[config.mk]
export PLATFORM = sky130hd
export DESIGN_NAME = pad_frame_top
export DESIGN_NICKNAME = d
export VERILOG_FILES = /design/src/pad_pkg.sv /design/src/io_pad_mux.sv /design/src/pad_frame_top.sv /design/src/pad_mux_regs.sv /design/src/pad_output_stage.sv /design/src/stm_test_router.sv
export SDC_FILE = /design/constraint.sdc
export NUM_CORES = 1
export LEC_CHECK = 0
export ABC_AREA = 1
export BUFFER_PORTS_ARGS = -buffer_cell sky130_fd_sc_hd__buf_2
export CAP_MARGIN = 10
export CORE_AREA = 2 2 277 279
export CTS_BUF_LIST = sky130_fd_sc_hd__clkbuf_16
export CTS_CLUSTER_DIAMETER = 100
export DETAILED_ROUTE_END_ITERATION = 8
export DIE_AREA = 0 0 279 281
export PLACE_DENSITY = 0.46
export SLEW_MARGIN = 20
export SYNTH_ARGS = -nofsm -noshare
export SYNTH_HDL_FRONTEND = slang
export SYNTH_SLANG_ARGS = --single-unit
[constraint.sdc]
create_clock -name clk_i -period 2.2 [get_ports clk_i]
set_input_delay 0.44 -clock clk_i [delete_from_list [all_inputs] [get_ports clk_i]]
set_output_delay 0.44 -clock clk_i [all_outputs]
set_load 0.005 [all_outputs]
[src/pad_pkg.sv]
/*
  Shared widths and encodings of the pad frame.
  The test-port sizes and TEST_PAD_MIN match the fixed eFPGA test map.
  Select encodings are the values software writes into the pad mux words.
*/
`default_nettype none

package pad_pkg;

  // one select per pad, 16 selects per 32-bit register word
  localparam int SEL_W         = 2;
  localparam int PADS_PER_WORD = 16;

  // register interface
  localparam int AXI_ADDR_W = 8;   // byte address, word aligned
  localparam int AXI_DATA_W = 32;

  // eFPGA test port
  localparam int TEST_OUT_W   = 16;  // test port to pads
  localparam int TEST_IN_W    = 21;  // pads to test port, top bit is the stm flag
  localparam int TEST_PAD_MIN = 43;  // highest test pad is 42

  // source that drives a pad
  typedef enum logic [SEL_W-1:0] {
    PAD_PERIO  = 2'd0,  // peripheral io, reset value
    PAD_APBIO  = 2'd1,  // apb gpio
    PAD_FPGAIO = 2'd2,  // efpga io
    PAD_OFF    = 2'd3   // pad not driven, input not returned
  } pad_func_e;

  // axi4-lite response codes in use
  typedef enum logic [1:0] {
    RESP_OKAY   = 2'b00,
    RESP_SLVERR = 2'b10
  } axi_resp_e;

endpackage

`default_nettype wire

[src/io_pad_mux.sv]
/*
  Functional pad mux, purely combinational.
  Each pad takes out and oe from the source its select names. The pad input
  goes back only to that source, the other two see zero. PAD_OFF drives nothing.
*/
`timescale 1ns/1ps
`default_nettype none

module io_pad_mux #(
  parameter int N_IO = 48
) (
  input  pad_pkg::pad_func_e [N_IO-1:0] pad_sel_i,
  input  logic [N_IO-1:0]               perio_out_i,
  input  logic [N_IO-1:0]               perio_oe_i,
  input  logic [N_IO-1:0]               apbio_out_i,
  input  logic [N_IO-1:0]               apbio_oe_i,
  input  logic [N_IO-1:0]               fpgaio_out_i,
  input  logic [N_IO-1:0]               fpgaio_oe_i,
  input  logic [N_IO-1:0]               pad_in_i,
  output logic [N_IO-1:0]               func_out_o,
  output logic [N_IO-1:0]               func_oe_o,
  output logic [N_IO-1:0]               perio_in_o,
  output logic [N_IO-1:0]               apbio_in_o,
  output logic [N_IO-1:0]               fpgaio_in_o
);

  always_comb begin
    func_out_o  = '0;
    func_oe_o   = '0;
    perio_in_o  = '0;
    apbio_in_o  = '0;
    fpgaio_in_o = '0;
    for (int p = 0; p < N_IO; p++) begin
      unique case (pad_sel_i[p])
        pad_pkg::PAD_PERIO: begin
          func_out_o[p] = perio_out_i[p];
          func_oe_o[p]  = perio_oe_i[p];
          perio_in_o[p] = pad_in_i[p];
        end
        pad_pkg::PAD_APBIO: begin
          func_out_o[p] = apbio_out_i[p];
          func_oe_o[p]  = apbio_oe_i[p];
          apbio_in_o[p] = pad_in_i[p];
        end
        pad_pkg::PAD_FPGAIO: begin
          func_out_o[p]  = fpgaio_out_i[p];
          func_oe_o[p]   = fpgaio_oe_i[p];
          fpgaio_in_o[p] = pad_in_i[p];
        end
        default: begin
          // pad off, all defaults stay low
        end
      endcase
    end
  end

endmodule

`default_nettype wire

[src/pad_frame_top.sv]
/*
  Pad frame top. Selects come from the AXI4-Lite register block, stm_i hands
  the fixed test pads to the eFPGA test port. All pad paths are combinational,
  only the select registers and the AXI responses are clocked.
*/
`timescale 1ns/1ps
`default_nettype none

module pad_frame_top #(
  parameter int N_IO = 48
) (
  input  logic                                clk_i,
  input  logic                                rst_n_i,
  input  logic                                stm_i,
  input  logic [N_IO-1:0]                     io_in_i,
  output logic [N_IO-1:0]                     io_out_o,
  output logic [N_IO-1:0]                     io_oe_o,
  input  logic [N_IO-1:0]                     perio_out_i,
  input  logic [N_IO-1:0]                     perio_oe_i,
  output logic [N_IO-1:0]                     perio_in_o,
  input  logic [N_IO-1:0]                     apbio_out_i,
  input  logic [N_IO-1:0]                     apbio_oe_i,
  output logic [N_IO-1:0]                     apbio_in_o,
  input  logic [N_IO-1:0]                     fpgaio_out_i,
  input  logic [N_IO-1:0]                     fpgaio_oe_i,
  output logic [N_IO-1:0]                     fpgaio_in_o,
  input  logic [pad_pkg::TEST_OUT_W-1:0]      testio_i,
  output logic [pad_pkg::TEST_IN_W-1:0]       testio_o,
  input  logic [pad_pkg::AXI_ADDR_W-1:0]      s_axi_awaddr_i,
  input  logic                                s_axi_awvalid_i,
  output logic                                s_axi_awready_o,
  input  logic [pad_pkg::AXI_DATA_W-1:0]      s_axi_wdata_i,
  input  logic [3:0]                          s_axi_wstrb_i,
  input  logic                                s_axi_wvalid_i,
  output logic                                s_axi_wready_o,
  output pad_pkg::axi_resp_e                  s_axi_bresp_o,
  output logic                                s_axi_bvalid_o,
  input  logic                                s_axi_bready_i,
  input  logic [pad_pkg::AXI_ADDR_W-1:0]      s_axi_araddr_i,
  input  logic                                s_axi_arvalid_i,
  output logic                                s_axi_arready_o,
  output logic [pad_pkg::AXI_DATA_W-1:0]      s_axi_rdata_o,
  output pad_pkg::axi_resp_e                  s_axi_rresp_o,
  output logic                                s_axi_rvalid_o,
  input  logic                                s_axi_rready_i
);

  pad_pkg::pad_func_e [N_IO-1:0]      s_pad_sel;
  logic [N_IO-1:0]                    s_func_out;
  logic [N_IO-1:0]                    s_func_oe;
  logic [N_IO-1:0]                    s_test_out;
  logic [N_IO-1:0]                    s_test_oe;
  logic [N_IO-1:0]                    s_test_own;
  logic [pad_pkg::TEST_IN_W-2:0]      s_test_in;
  logic [N_IO-1:0]                    s_pad_in;  // pad inputs after test isolation

  pad_mux_regs #(.N_IO(N_IO)) u_pad_mux_regs (
    .clk_i, .rst_n_i,
    .s_axi_awaddr_i, .s_axi_awvalid_i, .s_axi_awready_o,
    .s_axi_wdata_i, .s_axi_wstrb_i, .s_axi_wvalid_i, .s_axi_wready_o,
    .s_axi_bresp_o, .s_axi_bvalid_o, .s_axi_bready_i,
    .s_axi_araddr_i, .s_axi_arvalid_i, .s_axi_arready_o,
    .s_axi_rdata_o, .s_axi_rresp_o, .s_axi_rvalid_o, .s_axi_rready_i,
    .pad_sel_o    (s_pad_sel)
  );

  io_pad_mux #(.N_IO(N_IO)) u_io_pad_mux (
    .pad_sel_i    (s_pad_sel),
    .perio_out_i, .perio_oe_i, .apbio_out_i, .apbio_oe_i,
    .fpgaio_out_i, .fpgaio_oe_i,
    .pad_in_i     (s_pad_in),
    .func_out_o   (s_func_out),
    .func_oe_o    (s_func_oe),
    .perio_in_o, .apbio_in_o, .fpgaio_in_o
  );

  stm_test_router #(.N_IO(N_IO)) u_stm_test_router (
    .testio_i,
    .pad_in_i     (io_in_i),  // raw pads, gating done in the output stage
    .test_out_o   (s_test_out),
    .test_oe_o    (s_test_oe),
    .test_own_o   (s_test_own),
    .test_in_o    (s_test_in)
  );

  pad_output_stage #(.N_IO(N_IO)) u_pad_output_stage (
    .stm_i,
    .func_out_i   (s_func_out),
    .func_oe_i    (s_func_oe),
    .test_out_i   (s_test_out),
    .test_oe_i    (s_test_oe),
    .test_own_i   (s_test_own),
    .test_in_i    (s_test_in),
    .io_in_i,
    .io_out_o, .io_oe_o,
    .pad_in_o     (s_pad_in),
    .testio_o
  );

endmodule

`default_nettype wire

[src/pad_mux_regs.sv]
/*
  AXI4-Lite slave with the per-pad function selects.
  Word k holds pads 16k..16k+15, pad 16k in bits 1:0. Low two address bits ignored.
  One write and one read response outstanding at a time. Addresses past the
  last word answer SLVERR, writes are dropped and reads return zero.
*/
`timescale 1ns/1ps
`default_nettype none

module pad_mux_regs #(
  parameter int N_IO = 48
) (
  input  logic                                clk_i,
  input  logic                                rst_n_i,
  input  logic [pad_pkg::AXI_ADDR_W-1:0]      s_axi_awaddr_i,
  input  logic                                s_axi_awvalid_i,
  output logic                                s_axi_awready_o,
  input  logic [pad_pkg::AXI_DATA_W-1:0]      s_axi_wdata_i,
  input  logic [3:0]                          s_axi_wstrb_i,
  input  logic                                s_axi_wvalid_i,
  output logic                                s_axi_wready_o,
  output pad_pkg::axi_resp_e                  s_axi_bresp_o,
  output logic                                s_axi_bvalid_o,
  input  logic                                s_axi_bready_i,
  input  logic [pad_pkg::AXI_ADDR_W-1:0]      s_axi_araddr_i,
  input  logic                                s_axi_arvalid_i,
  output logic                                s_axi_arready_o,
  output logic [pad_pkg::AXI_DATA_W-1:0]      s_axi_rdata_o,
  output pad_pkg::axi_resp_e                  s_axi_rresp_o,
  output logic                                s_axi_rvalid_o,
  input  logic                                s_axi_rready_i,
  output pad_pkg::pad_func_e [N_IO-1:0]       pad_sel_o
);

  localparam int PPW     = pad_pkg::PADS_PER_WORD;
  localparam int SEL_W   = pad_pkg::SEL_W;
  localparam int N_WORDS = (N_IO + PPW - 1) / PPW;
  localparam int WADDR_W = pad_pkg::AXI_ADDR_W - 2;

  pad_pkg::pad_func_e [N_IO-1:0]      sel_q;
  logic                               bvalid_q;
  logic                               rvalid_q;
  pad_pkg::axi_resp_e                 bresp_q;
  pad_pkg::axi_resp_e                 rresp_q;
  logic [pad_pkg::AXI_DATA_W-1:0]     rdata_q;
  logic [pad_pkg::AXI_DATA_W-1:0]     rdata_d;
  logic [WADDR_W-1:0]                 aw_word;
  logic [WADDR_W-1:0]                 ar_word;
  logic                               aw_err;
  logic                               ar_err;
  logic                               wr_hs;
  logic                               rd_hs;

  assign aw_word = s_axi_awaddr_i[pad_pkg::AXI_ADDR_W-1:2];
  assign ar_word = s_axi_araddr_i[pad_pkg::AXI_ADDR_W-1:2];
  assign aw_err  = (aw_word >= WADDR_W'(N_WORDS));
  assign ar_err  = (ar_word >= WADDR_W'(N_WORDS));

  // aw and w taken together, only while no b is pending
  assign wr_hs           = s_axi_awvalid_i & s_axi_wvalid_i & ~bvalid_q;
  assign s_axi_awready_o = wr_hs;
  assign s_axi_wready_o  = wr_hs;
  assign rd_hs           = s_axi_arvalid_i & ~rvalid_q;
  assign s_axi_arready_o = ~rvalid_q;

  // select array, byte strobes cover four pads each
  always_ff @(posedge clk_i) begin
    if (!rst_n_i) begin
      for (int p = 0; p < N_IO; p++) begin
        sel_q[p] <= pad_pkg::PAD_PERIO;
      end
    end else if (wr_hs && !aw_err) begin
      for (int p = 0; p < N_IO; p++) begin
        if (aw_word == WADDR_W'(p / PPW) && s_axi_wstrb_i[(p % PPW) * SEL_W / 8]) begin
          sel_q[p] <= pad_pkg::pad_func_e'(s_axi_wdata_i[(p % PPW) * SEL_W +: SEL_W]);
        end
      end
    end
  end

  // read word gather, pads past N_IO stay zero
  always_comb begin
    rdata_d = '0;
    for (int p = 0; p < N_IO; p++) begin
      if (ar_word == WADDR_W'(p / PPW)) begin
        rdata_d[(p % PPW) * SEL_W +: SEL_W] = sel_q[p];
      end
    end
  end

  always_ff @(posedge clk_i) begin
    if (!rst_n_i) begin
      bvalid_q <= 1'b0;
      rvalid_q <= 1'b0;
    end else begin
      if (wr_hs) begin
        bvalid_q <= 1'b1;
      end else if (s_axi_bready_i) begin
        bvalid_q <= 1'b0;
      end
      if (rd_hs) begin
        rvalid_q <= 1'b1;
      end else if (s_axi_rready_i) begin
        rvalid_q <= 1'b0;
      end
    end
  end

  always_ff @(posedge clk_i) begin
    if (wr_hs) begin
      bresp_q <= aw_err ? pad_pkg::RESP_SLVERR : pad_pkg::RESP_OKAY;
    end
    if (rd_hs) begin
      rdata_q <= rdata_d;  // captured at accept, held while stalled
      rresp_q <= ar_err ? pad_pkg::RESP_SLVERR : pad_pkg::RESP_OKAY;
    end
  end

  assign s_axi_bvalid_o = bvalid_q;
  assign s_axi_bresp_o  = bresp_q;
  assign s_axi_rvalid_o = rvalid_q;
  assign s_axi_rresp_o  = rresp_q;
  assign s_axi_rdata_o  = rdata_q;
  assign pad_sel_o      = sel_q;

  a_bvalid_hold: assert property (@(posedge clk_i) disable iff (!rst_n_i)
    s_axi_bvalid_o && !s_axi_bready_i |=> s_axi_bvalid_o)
    else $error("bvalid dropped before bready");

  a_rdata_stable: assert property (@(posedge clk_i) disable iff (!rst_n_i)
    s_axi_rvalid_o && !s_axi_rready_i |=> s_axi_rvalid_o && $stable(s_axi_rdata_o))
    else $error("read response changed while stalled");

endmodule

`default_nettype wire

[src/pad_output_stage.sv]
/*
  Final pad stage, selects functional or test path on stm_i.
  In test mode unowned pads are driven low with oe low, and the functional
  inputs read zero. testio_o carries the stm flag in its top bit.
*/
`timescale 1ns/1ps
`default_nettype none

module pad_output_stage #(
  parameter int N_IO = 48
) (
  input  logic                            stm_i,
  input  logic [N_IO-1:0]                 func_out_i,
  input  logic [N_IO-1:0]                 func_oe_i,
  input  logic [N_IO-1:0]                 test_out_i,
  input  logic [N_IO-1:0]                 test_oe_i,
  input  logic [N_IO-1:0]                 test_own_i,
  input  logic [pad_pkg::TEST_IN_W-2:0]   test_in_i,
  input  logic [N_IO-1:0]                 io_in_i,
  output logic [N_IO-1:0]                 io_out_o,
  output logic [N_IO-1:0]                 io_oe_o,
  output logic [N_IO-1:0]                 pad_in_o,
  output logic [pad_pkg::TEST_IN_W-1:0]   testio_o
);

  // owned pads from the router, everything else forced low
  assign io_out_o = stm_i ? (test_out_i & test_own_i) : func_out_i;
  assign io_oe_o  = stm_i ? (test_oe_i & test_own_i) : func_oe_i;

  assign pad_in_o = stm_i ? '0 : io_in_i;  // isolate the functional sources
  assign testio_o = stm_i ? {1'b1, test_in_i} : '0;

  // router must never enable a pad it does not own
  always_comb begin
    if (stm_i) begin
      assert ((test_oe_i & ~test_own_i) == '0)
        else $error("test path enables an unowned pad");
    end
  end

endmodule

`default_nettype wire

[src/stm_test_router.sv]
/*
  Fixed map between the eFPGA test port and the test pads.
  Outputs are not gated here, the output stage applies the test-mode pin.
  Needs N_IO >= 43, the highest test pad is 42.
*/
`timescale 1ns/1ps
`default_nettype none

module stm_test_router #(
  parameter int N_IO = 48
) (
  input  logic [pad_pkg::TEST_OUT_W-1:0]  testio_i,
  input  logic [N_IO-1:0]                 pad_in_i,
  output logic [N_IO-1:0]                 test_out_o,
  output logic [N_IO-1:0]                 test_oe_o,
  output logic [N_IO-1:0]                 test_own_o,
  output logic [pad_pkg::TEST_IN_W-2:0]   test_in_o
);

  typedef enum logic [1:0] {
    ROLE_NONE,      // stays with the functional path
    ROLE_DATA,      // driven, enable from the test port
    ROLE_FORCE_EN,  // driven, enable tied high
    ROLE_INPUT      // only sampled by the test port
  } pad_role_e;

  function automatic pad_role_e role_of(input int p);
    if (p == 21 || (p >= 29 && p <= 36)) return ROLE_DATA;
    if (p == 22 || (p >= 37 && p <= 42)) return ROLE_FORCE_EN;
    if ((p >= 7 && p <= 12) || p == 23 || (p >= 25 && p <= 28)) return ROLE_INPUT;
    return ROLE_NONE;
  endfunction

  // test port bit that drives pad p, -1 for a constant zero
  function automatic int out_src(input int p);
    if (p >= 29 && p <= 36) return p - 29;  // pif do_l / do_h
    if (p >= 39 && p <= 42) return p - 31;  // spe out
    if (p == 21) return 14;                 // pif vldo
    return -1;
  endfunction

  // test port bit that enables a ROLE_DATA pad
  function automatic int oe_src(input int p);
    if (p >= 29 && p <= 32) return 12;
    if (p >= 33 && p <= 36) return 13;
    return 15;  // pad 21
  endfunction

  always_comb begin
    pad_role_e role;
    int        src;
    test_out_o = '0;
    test_oe_o  = '0;
    test_own_o = '0;
    for (int p = 0; p < N_IO; p++) begin
      role = role_of(p);
      src  = out_src(p);
      if (role == ROLE_DATA || role == ROLE_FORCE_EN) begin
        test_own_o[p] = 1'b1;
        test_out_o[p] = (src >= 0) ? testio_i[src] : 1'b0;
        test_oe_o[p]  = (role == ROLE_FORCE_EN) ? 1'b1 : testio_i[oe_src(p)];
      end
    end
  end

  assign test_in_o[3:0]   = pad_in_i[32:29];  // pif di_l
  assign test_in_o[7:4]   = pad_in_i[36:33];  // pif di_h
  assign test_in_o[11:8]  = pad_in_i[28:25];  // spe in
  assign test_in_o[17:12] = pad_in_i[12:7];   // mode bits M
  assign test_in_o[18]    = pad_in_i[23];     // mlatch
  assign test_in_o[19]    = pad_in_i[21];     // pif vldi

  always_comb begin
    assert (N_IO >= pad_pkg::TEST_PAD_MIN)
      else $error("N_IO %0d too small for the test map", N_IO);
  end

endmodule

`default_nettype wire

==> impl_metrics.py, run 1 <==
metrics = {
    "clock_tree": {
        "clk_pin_slew_worst_paths_ps": 70,
        "cts_buffers": 17,
        "cts_setup_buffers": 0,
        "cts_num_sinks": 132,
        "cts_hold_buf": 0,
        "insertion_delay_ps": 470,
        "clockRootBuffer": "clkbuf_16",
        "clock_path_buffers": 2,
        "cts_tree": "built",
        "h-tree-depth": 4,
    },
    "critical_path": {
        "crit_path_max_incr_delay_ps": 630,
        "setup.worst_path.start_class": "flop",
        "crit_type": "reg2out",
        "worstPathRequired_ps": 1760,
        "critical_path_depth": 3,
        "path_buf_inv": 2,
        "cp_top_family": "flip-flops",
        "slowest_stage": "dfxtp_1",
        "crit_path_max_fanout": 8,
        "critPathCaptureType": "output pin",
        "arrival_ps": 1710,
        "worstPathCellList": "inv_1 -> nor3_1 -> buf_2",
        "r2r_cells": 8,
    },
    "floorplanning": {
        "io_pins": 714,
        "core_area_um2": 75400,
        "fp.dieW_um": 279,
        "rows": 101,
        "die_y_um": 281,
        "start_util_pct": 13.9,
        "die_area_um2": 78400,
    },
    "finish": {
        "finalInstanceArea_um2": 15900,
        "drive_gt1_share_pct": 34.4,
        "area_growth_pct": 51.3,
        "nNetsFinal": 2900,
        "final_util_pct": 21.1,
    },
    "place": {
        "hpwlAfterDp_um": 51500,
        "portBuffers": 707,
        "place_ws_ps": 133,
        "placed_area_um2": 15300,
        "place.gp.congestion": 0.888,
    },
    "logic_synthesis": {
        "ys.flop_type": "dfxtp_1",
        "avgSynthCellArea_um2": 5.66,
        "synth-edff-count": 34,
        "yosysSeqAreaShare_pct": 28.4,
        "ys_ff_latch": 132,
        "synth_area_um2": 10500,
        "synth_cell_types": 23,
        "yosys_warnings": 0,
        "syn_inst": 1856,
        "async_flop_share_pct": 0,
    },
    "global_routing": {
        "antenna_found_initial": 19,
        "grt_max_degree": 46,
        "grt_pass1_wl_um": 85800,
        "grt_pass1_vias": 13100,
        "overflow": 0,
        "track_usage_pct": 15.1,
    },
    "flow_run": {
        "cap_violations": 0,
    },
    "routing": {
        "via_per_inst": 4.11,
        "wl_um": 61900,
        "drt_iter0_markers": 1005,
        "via_count": 14300,
        "wl_per_cell_um": 17.8,
        "dr.pass1.iters": 5,
        "ant_nets": 0,
        "drcViolationCount": 0,
    },
    "power_and_ir_drop": {
        "ir_drop_v": 0.000404,
        "sw_frac_of_total_pct": 29.9,
        "switching_power_mw": 1.95,
        "intPower_mw": 4.59,
        "p_per_area_nw_per_um2": 411,
        "leakage_nw": 8.21,
        "power.share.combinational_pct": 19.2,
        "seqPwrFrac_pct": 38.8,
        "p_clk_share_pct": 42.1,
    },
    "sta": {
        "finalSetupViolations": 0,
        "rsz0062_at_grt": "false",
        "fin_crit_sh_pct": 97.9,
        "hold_viol_final": 0,
        "min_period_ps": 2150,
        "setup_slack_ps": 47.0,
        "tns_ps": 0,
        "drv_slew": 0,
        "slew_headroom_pct": 66.7,
        "finClkSkew_ps": 12.2,
        "worst_pin_slew_ps": 498,
        "fmax_mhz": 464,
    },
    "worst_hold_path": {
        "hold_depth": 4,
        "hp-class": "in2reg",
    },
    "outcome": {
        "run_status": "finished clean",
    },
}
-- per-stage QoR --
| step | total power, mW | hold slack (ps) | std cells |
|---|---|---|---|
| after floorplan | 3.03 | 480 | 1857 |
| after global placement | 3.86 | 498 | 3447 |
| after detailed placement | 3.85 | 494 | 3447 |
| after CTS | 6.71 | 181 | 3479 |
| after global routing | 6.91 | 218 | 3481 |
| final | 6.54 | 227 | 3482 |
-- final timing paths --
check	startpoint	end	slack [ps]
setup / recovery	u_pad_mux_regs.pad_sel_o[20]	apbio_in_o[10]	50
hold / removal	s_axi_bready_i	u_pad_mux_regs.s_axi_bvalid_o	230
setup reg to reg	u_pad_mux_regs.s_axi_bvalid_o	u_pad_mux_regs.pad_sel_o[63]	650
hold reg to reg	u_pad_mux_regs.s_axi_bvalid_o	u_pad_mux_regs.s_axi_bvalid_o	510
-- synthesized netlist by cell type (2+ instances only) --
cell | count | area (µm²)
buf_4 | 28 | 210
a21oi_1 | 96 | 480
nand2_1 | 489 | 1840
nor2_4 | 2 | 22.5
nand3_2 | 4 | 40.0
buf_6 | 4 | 45.0
inv_1 | 228 | 856
buf_2 | 14 | 70.1
nand3_1 | 409 | 2050
nor3_1 | 144 | 721
edfxtp_1 | 34 | 1020
nor2_2 | 9 | 56.3
nand4_1 | 7 | 43.8
clkbuf_1 | 111 | 417
buf_1 | 15 | 56.3
dfxtp_1 | 98 | 1960
nor2_1 | 158 | 593
-- worst min-delay path: stages --
cell and delay, ps:
buf_2 70, inv_1 30, nand2_1 40, a21boi_0 70
-- layout by cell type, fill, tap and decap left out, drive strengths merged, types with 18 or more instances in the layout --
cell / n
a21oi: 96
buf: 784
inv: 234
nor2: 169
edfxtp: 34
nor3: 144
clkbuf: 18
nand3: 413
nand2: 489
dfxtp: 98
-- area by class of cell --
type / instances / area, µm²
Antenna cell: 3 / 7.51
Clock buffer: 18 / 450
Clock inverter: 14 / 87.6
Fill cell: 8813 / 59500
Inverter: 229 / 862
Multi-Input combinational cell: 1324 / 5920
Sequential cell: 132 / 3010
Tap cell: 978 / 1220
Timing Repair Buffer: 784 / 4340
-- kinds of logic (layout without fill, tap and decap cells) --
family	after synthesis	after routing	synth area share, %
flops	132	132	28.4
other cells	1	5	0.0357
simple gates	1223	1223	51.0
compound gates	99	99	4.76
buf+inv	401	1045	15.8
-- sequential cells by signal (all words and copies together) (netlist names) --
name,flops
u_pad_mux_regs.s_axi_rdata_o,32
u_pad_mux_regs.s_axi_rresp_o,1
u_pad_mux_regs.s_axi_bresp_o,1
u_pad_mux_regs.pad_sel_o,96
u_pad_mux_regs.s_axi_bvalid_o,1
u_pad_mux_regs.s_axi_rvalid_o,1
-- power groups by stage --
stage	logic, mW	registers (mW)	clock network, mW
2_1_floorplan	0.441	2.59	0
3_3_place_gp	1.27	2.59	0
3_5_place_dp	1.26	2.59	0
4_1_cts	1.27	2.54	2.90
5_1_grt	1.39	2.54	2.97
6_report	1.25	2.53	2.75
-- routing by layer --
layer  up-vias  track usage [%]  part of all wire [%]
li1       7202                -                     -
met1      6497             17.9                    41
met2       524             26.0                    49
met3        68             4.32                   7.2
met4        20             5.02                   2.4
met5         -                0                  0.17
-- timing repair --
item,in CTS,in global routing
hold endpoints to repair,0,0
setup endpoints to repair,15,12
pin swaps,0,0
gates resized for setup,16,11
Note: power is estimated with default switching activity, not from simulation.
==> run 2, diff against run 1 <==
Settings changed: BUFFER_PORTS_ARGS -buffer_cell sky130_fd_sc_hd__buf_2 to not set, CORE_AREA 2 2 277 279 to 2 2 282 284, DIE_AREA 0 0 279 281 to 0 0 284 286, DONT_BUFFER_PORTS set to 1, PLACE_DENSITY 0.46 to 0.37.
==> impl_metrics.py, run 2 (synthesis gave the netlist of run 1 again) <==
metrics = {
    "outcome": {
        "run_status": "finished clean",
    },
    "clock_tree": {
        "insertion_delay_ps": 480,
        "clk_pin_slew_worst_paths_ps": 70,
        "cts_setup_buffers": 0,
        "clock_path_buffers": 2,
        "cts_tree": "built",
        "cts_buffers": 17,
        "h-tree-depth": 4,
        "cts_num_sinks": 132,
        "clockRootBuffer": "clkbuf_16",
        "cts_hold_buf": 0,
    },
    "sta": {
        "min_period_ps": 2110,
        "rsz0062_at_grt": "false",
        "fin_crit_sh_pct": 95.8,
        "hold_ws_ps": 81.8,
        "finClkSkew_ps": 5.31,
        "drv_slew": 0,
        "hold_viol_final": 0,
        "finalSetupViolations": 0,
        "fmax_mhz": 474,
        "tns_ps": 0,
    },
    "routing": {
        "ant_nets": 0,
        "via_per_inst": 4.18,
        "wl_per_cell_um": 20.6,
        "drt_iter0_markers": 849,
        "via_count": 12000,
        "wl_um": 59100,
        "drcViolationCount": 0,
        "dr.pass1.iters": 7,
    },
    "finish": {
        "nNetsFinal": 2209,
        "largest_reg_flops": 96,
        "area_growth_pct": 18.8,
        "multiInputGateArea_um2": 5920,
        "finalInstanceArea_um2": 12500,
        "instances_no_fill": 2866,
        "final_cell_mix": "487 x nand2_1, 408 x nand3_1, 227 x inv_1",
        "seqCellArea_um2": 2990,
        "layout_commonest_cell": "nand2_1",
        "fill_cells": 9251,
        "drive_gt1_share_pct": 8.62,
    },
    "power_and_ir_drop": {
        "power.share.combinational_pct": 9.9,
        "sw_frac_of_total_pct": 29.6,
        "p_clk_share_pct": 48.8,
        "leakage_nw": 5.20,
        "p_per_area_nw_per_um2": 495,
        "seqPwrFrac_pct": 41.3,
        "switching_power_mw": 1.83,
        "ir_drop_v": 0.000530,
        "power.total_mw": 6.18,
        "intPower_mw": 4.35,
    },
    "global_routing": {
        "grt_busiest_layer": "met2",
        "grt_pass1_wl_um": 82200,
        "grt_pass1_vias": 11200,
        "grtUsageMet1_pct": 16.8,
        "grt_max_degree": 99,
        "track_usage_pct": 14.0,
        "antenna_found_initial": 13,
        "overflow": 0,
        "use_met3_pct": 3.93,
        "grtUsageMet2_pct": 24.1,
    },
    "critical_path": {
        "critical_path_depth": 3,
        "worstPathCellList": "inv_1 -> nor3_1 -> buf_4",
        "worstPathRequired_ps": 1760,
        "regToRegStartpoint": "u_pad_mux_regs.s_axi_bvalid_o",
        "rrSetupSlack_ps": 590,
        "crit_type": "reg2out",
        "crit_path_max_incr_delay_ps": 510,
        "r2r_cells": 8,
        "crit_start": "u_pad_mux_regs.pad_sel_o[78]",
        "critPathCaptureType": "output pin",
        "crit_path_max_fanout": 8,
        "setup.worst_path.start_class": "flop",
        "slowest_stage": "dfxtp_1",
        "arrival_ps": 1670,
        "reg2reg_to": "u_pad_mux_regs.pad_sel_o[0]",
        "cp_top_family": "flip-flops",
        "path_buf_inv": 2,
        "crit_end": "apbio_in_o[39]",
    },
    "place": {
        "portBuffers": 0,
        "placed_area_um2": 11900,
        "hpwlAfterDp_um": 48200,
        "place.gp.congestion": 0.851,
        "place_inst": 2828,
    },
    "floorplanning": {
        "io_pins": 714,
        "start_util_pct": 13.4,
        "die_area_um2": 81200,
        "core_area_um2": 78400,
        "die_y_um": 286,
        "fp.dieW_um": 284,
        "rows": 103,
    },
    "flow_run": {
        "cap_violations": 0,
    },
    "worst_hold_path": {
        "hp-class": "in2reg",
    },
}
[run 2: changes by cell type in the layout (fill, tap and decap cells not counted), moves of 5 or more]
cell | before | now
buf_4 | 60 | 85
inv_6 | 1 | 6
buf_2 | 706 | 0
dfxtp_2 | 22 | 8
dfxtp_1 | 76 | 90
buf_12 | 18 | 8
[run 2: power by group through the flow]
| stage | sequential (mW) | clock, mW | combinational (mW) |
|---|---|---|---|
| 2_1_floorplan | 2.59 | 0 | 0.441 |
| 3_3_place_gp | 2.61 | 0 | 0.620 |
| 3_5_place_dp | 2.61 | 0 | 0.619 |
| 4_1_cts | 2.56 | 3.17 | 0.623 |
| 5_1_grt | 2.56 | 3.25 | 0.690 |
| 6_report | 2.56 | 3.02 | 0.612 |
[run 2: what timing repair did]
item,in CTS,in global routing
gates resized for setup,7,5
cloned,0,0
endpoints found under the setup margin,7,7
[run 2: final cells by class]
cell class	count	area share (%)
inverters	229	6.90
well taps	1050	10.5
repair buffers	93	6.39
diodes	6	0.120
flip-flops and latches	132	24.0
clock buffers	18	3.61
multi-input cells	1324	47.4
clock inverters	14	1.12
[run 2: layer usage]
metal  part of all wire (%)  up-vias
met4                    2.3       14
li1                       -     5812
met5                   0.16        -
met1                     41     5593
met2                     50      481
met3                    6.8       70
[run 2: worst reg2reg max path, cell delays in order, from the launching register on]
cell and delay [ps]:
dfxtp_1 340, nor2_1 110, nand2_1 120, nor2_4 190
buf_12 230, buf_12 270, nand3_1 130, nand2_1 80
nor2_1 40
[run 2: how the worst min path moves through the flow]
stage                                  startpoint                       endpoint  slack (ps)  cells after the start
finish                                    rst_n_i   u_pad_mux_regs.pad_sel_o[84]          80                      2
detailed placement  u_pad_mux_regs.s_axi_bvalid_o  u_pad_mux_regs.s_axi_bvalid_o         500                      2
global route                              rst_n_i   u_pad_mux_regs.pad_sel_o[84]          50                      2
global placement    u_pad_mux_regs.s_axi_bvalid_o  u_pad_mux_regs.s_axi_bvalid_o         510                      2
CTS                                       rst_n_i   u_pad_mux_regs.pad_sel_o[85]          30                      2
floorplan           u_pad_mux_regs.s_axi_bvalid_o  u_pad_mux_regs.s_axi_bvalid_o         480                      2
[run 2: stage by stage]
stage | worst slack, ps | utilization, %
3_3_place_gp | 332 | 15.1
4_1_cts | 12.4 | 15.9
5_1_grt | 0.0362 | 15.9
2_1_floorplan | 472 | -
6_report | 92.2 | 15.9
3_5_place_dp | 306 | 15.1
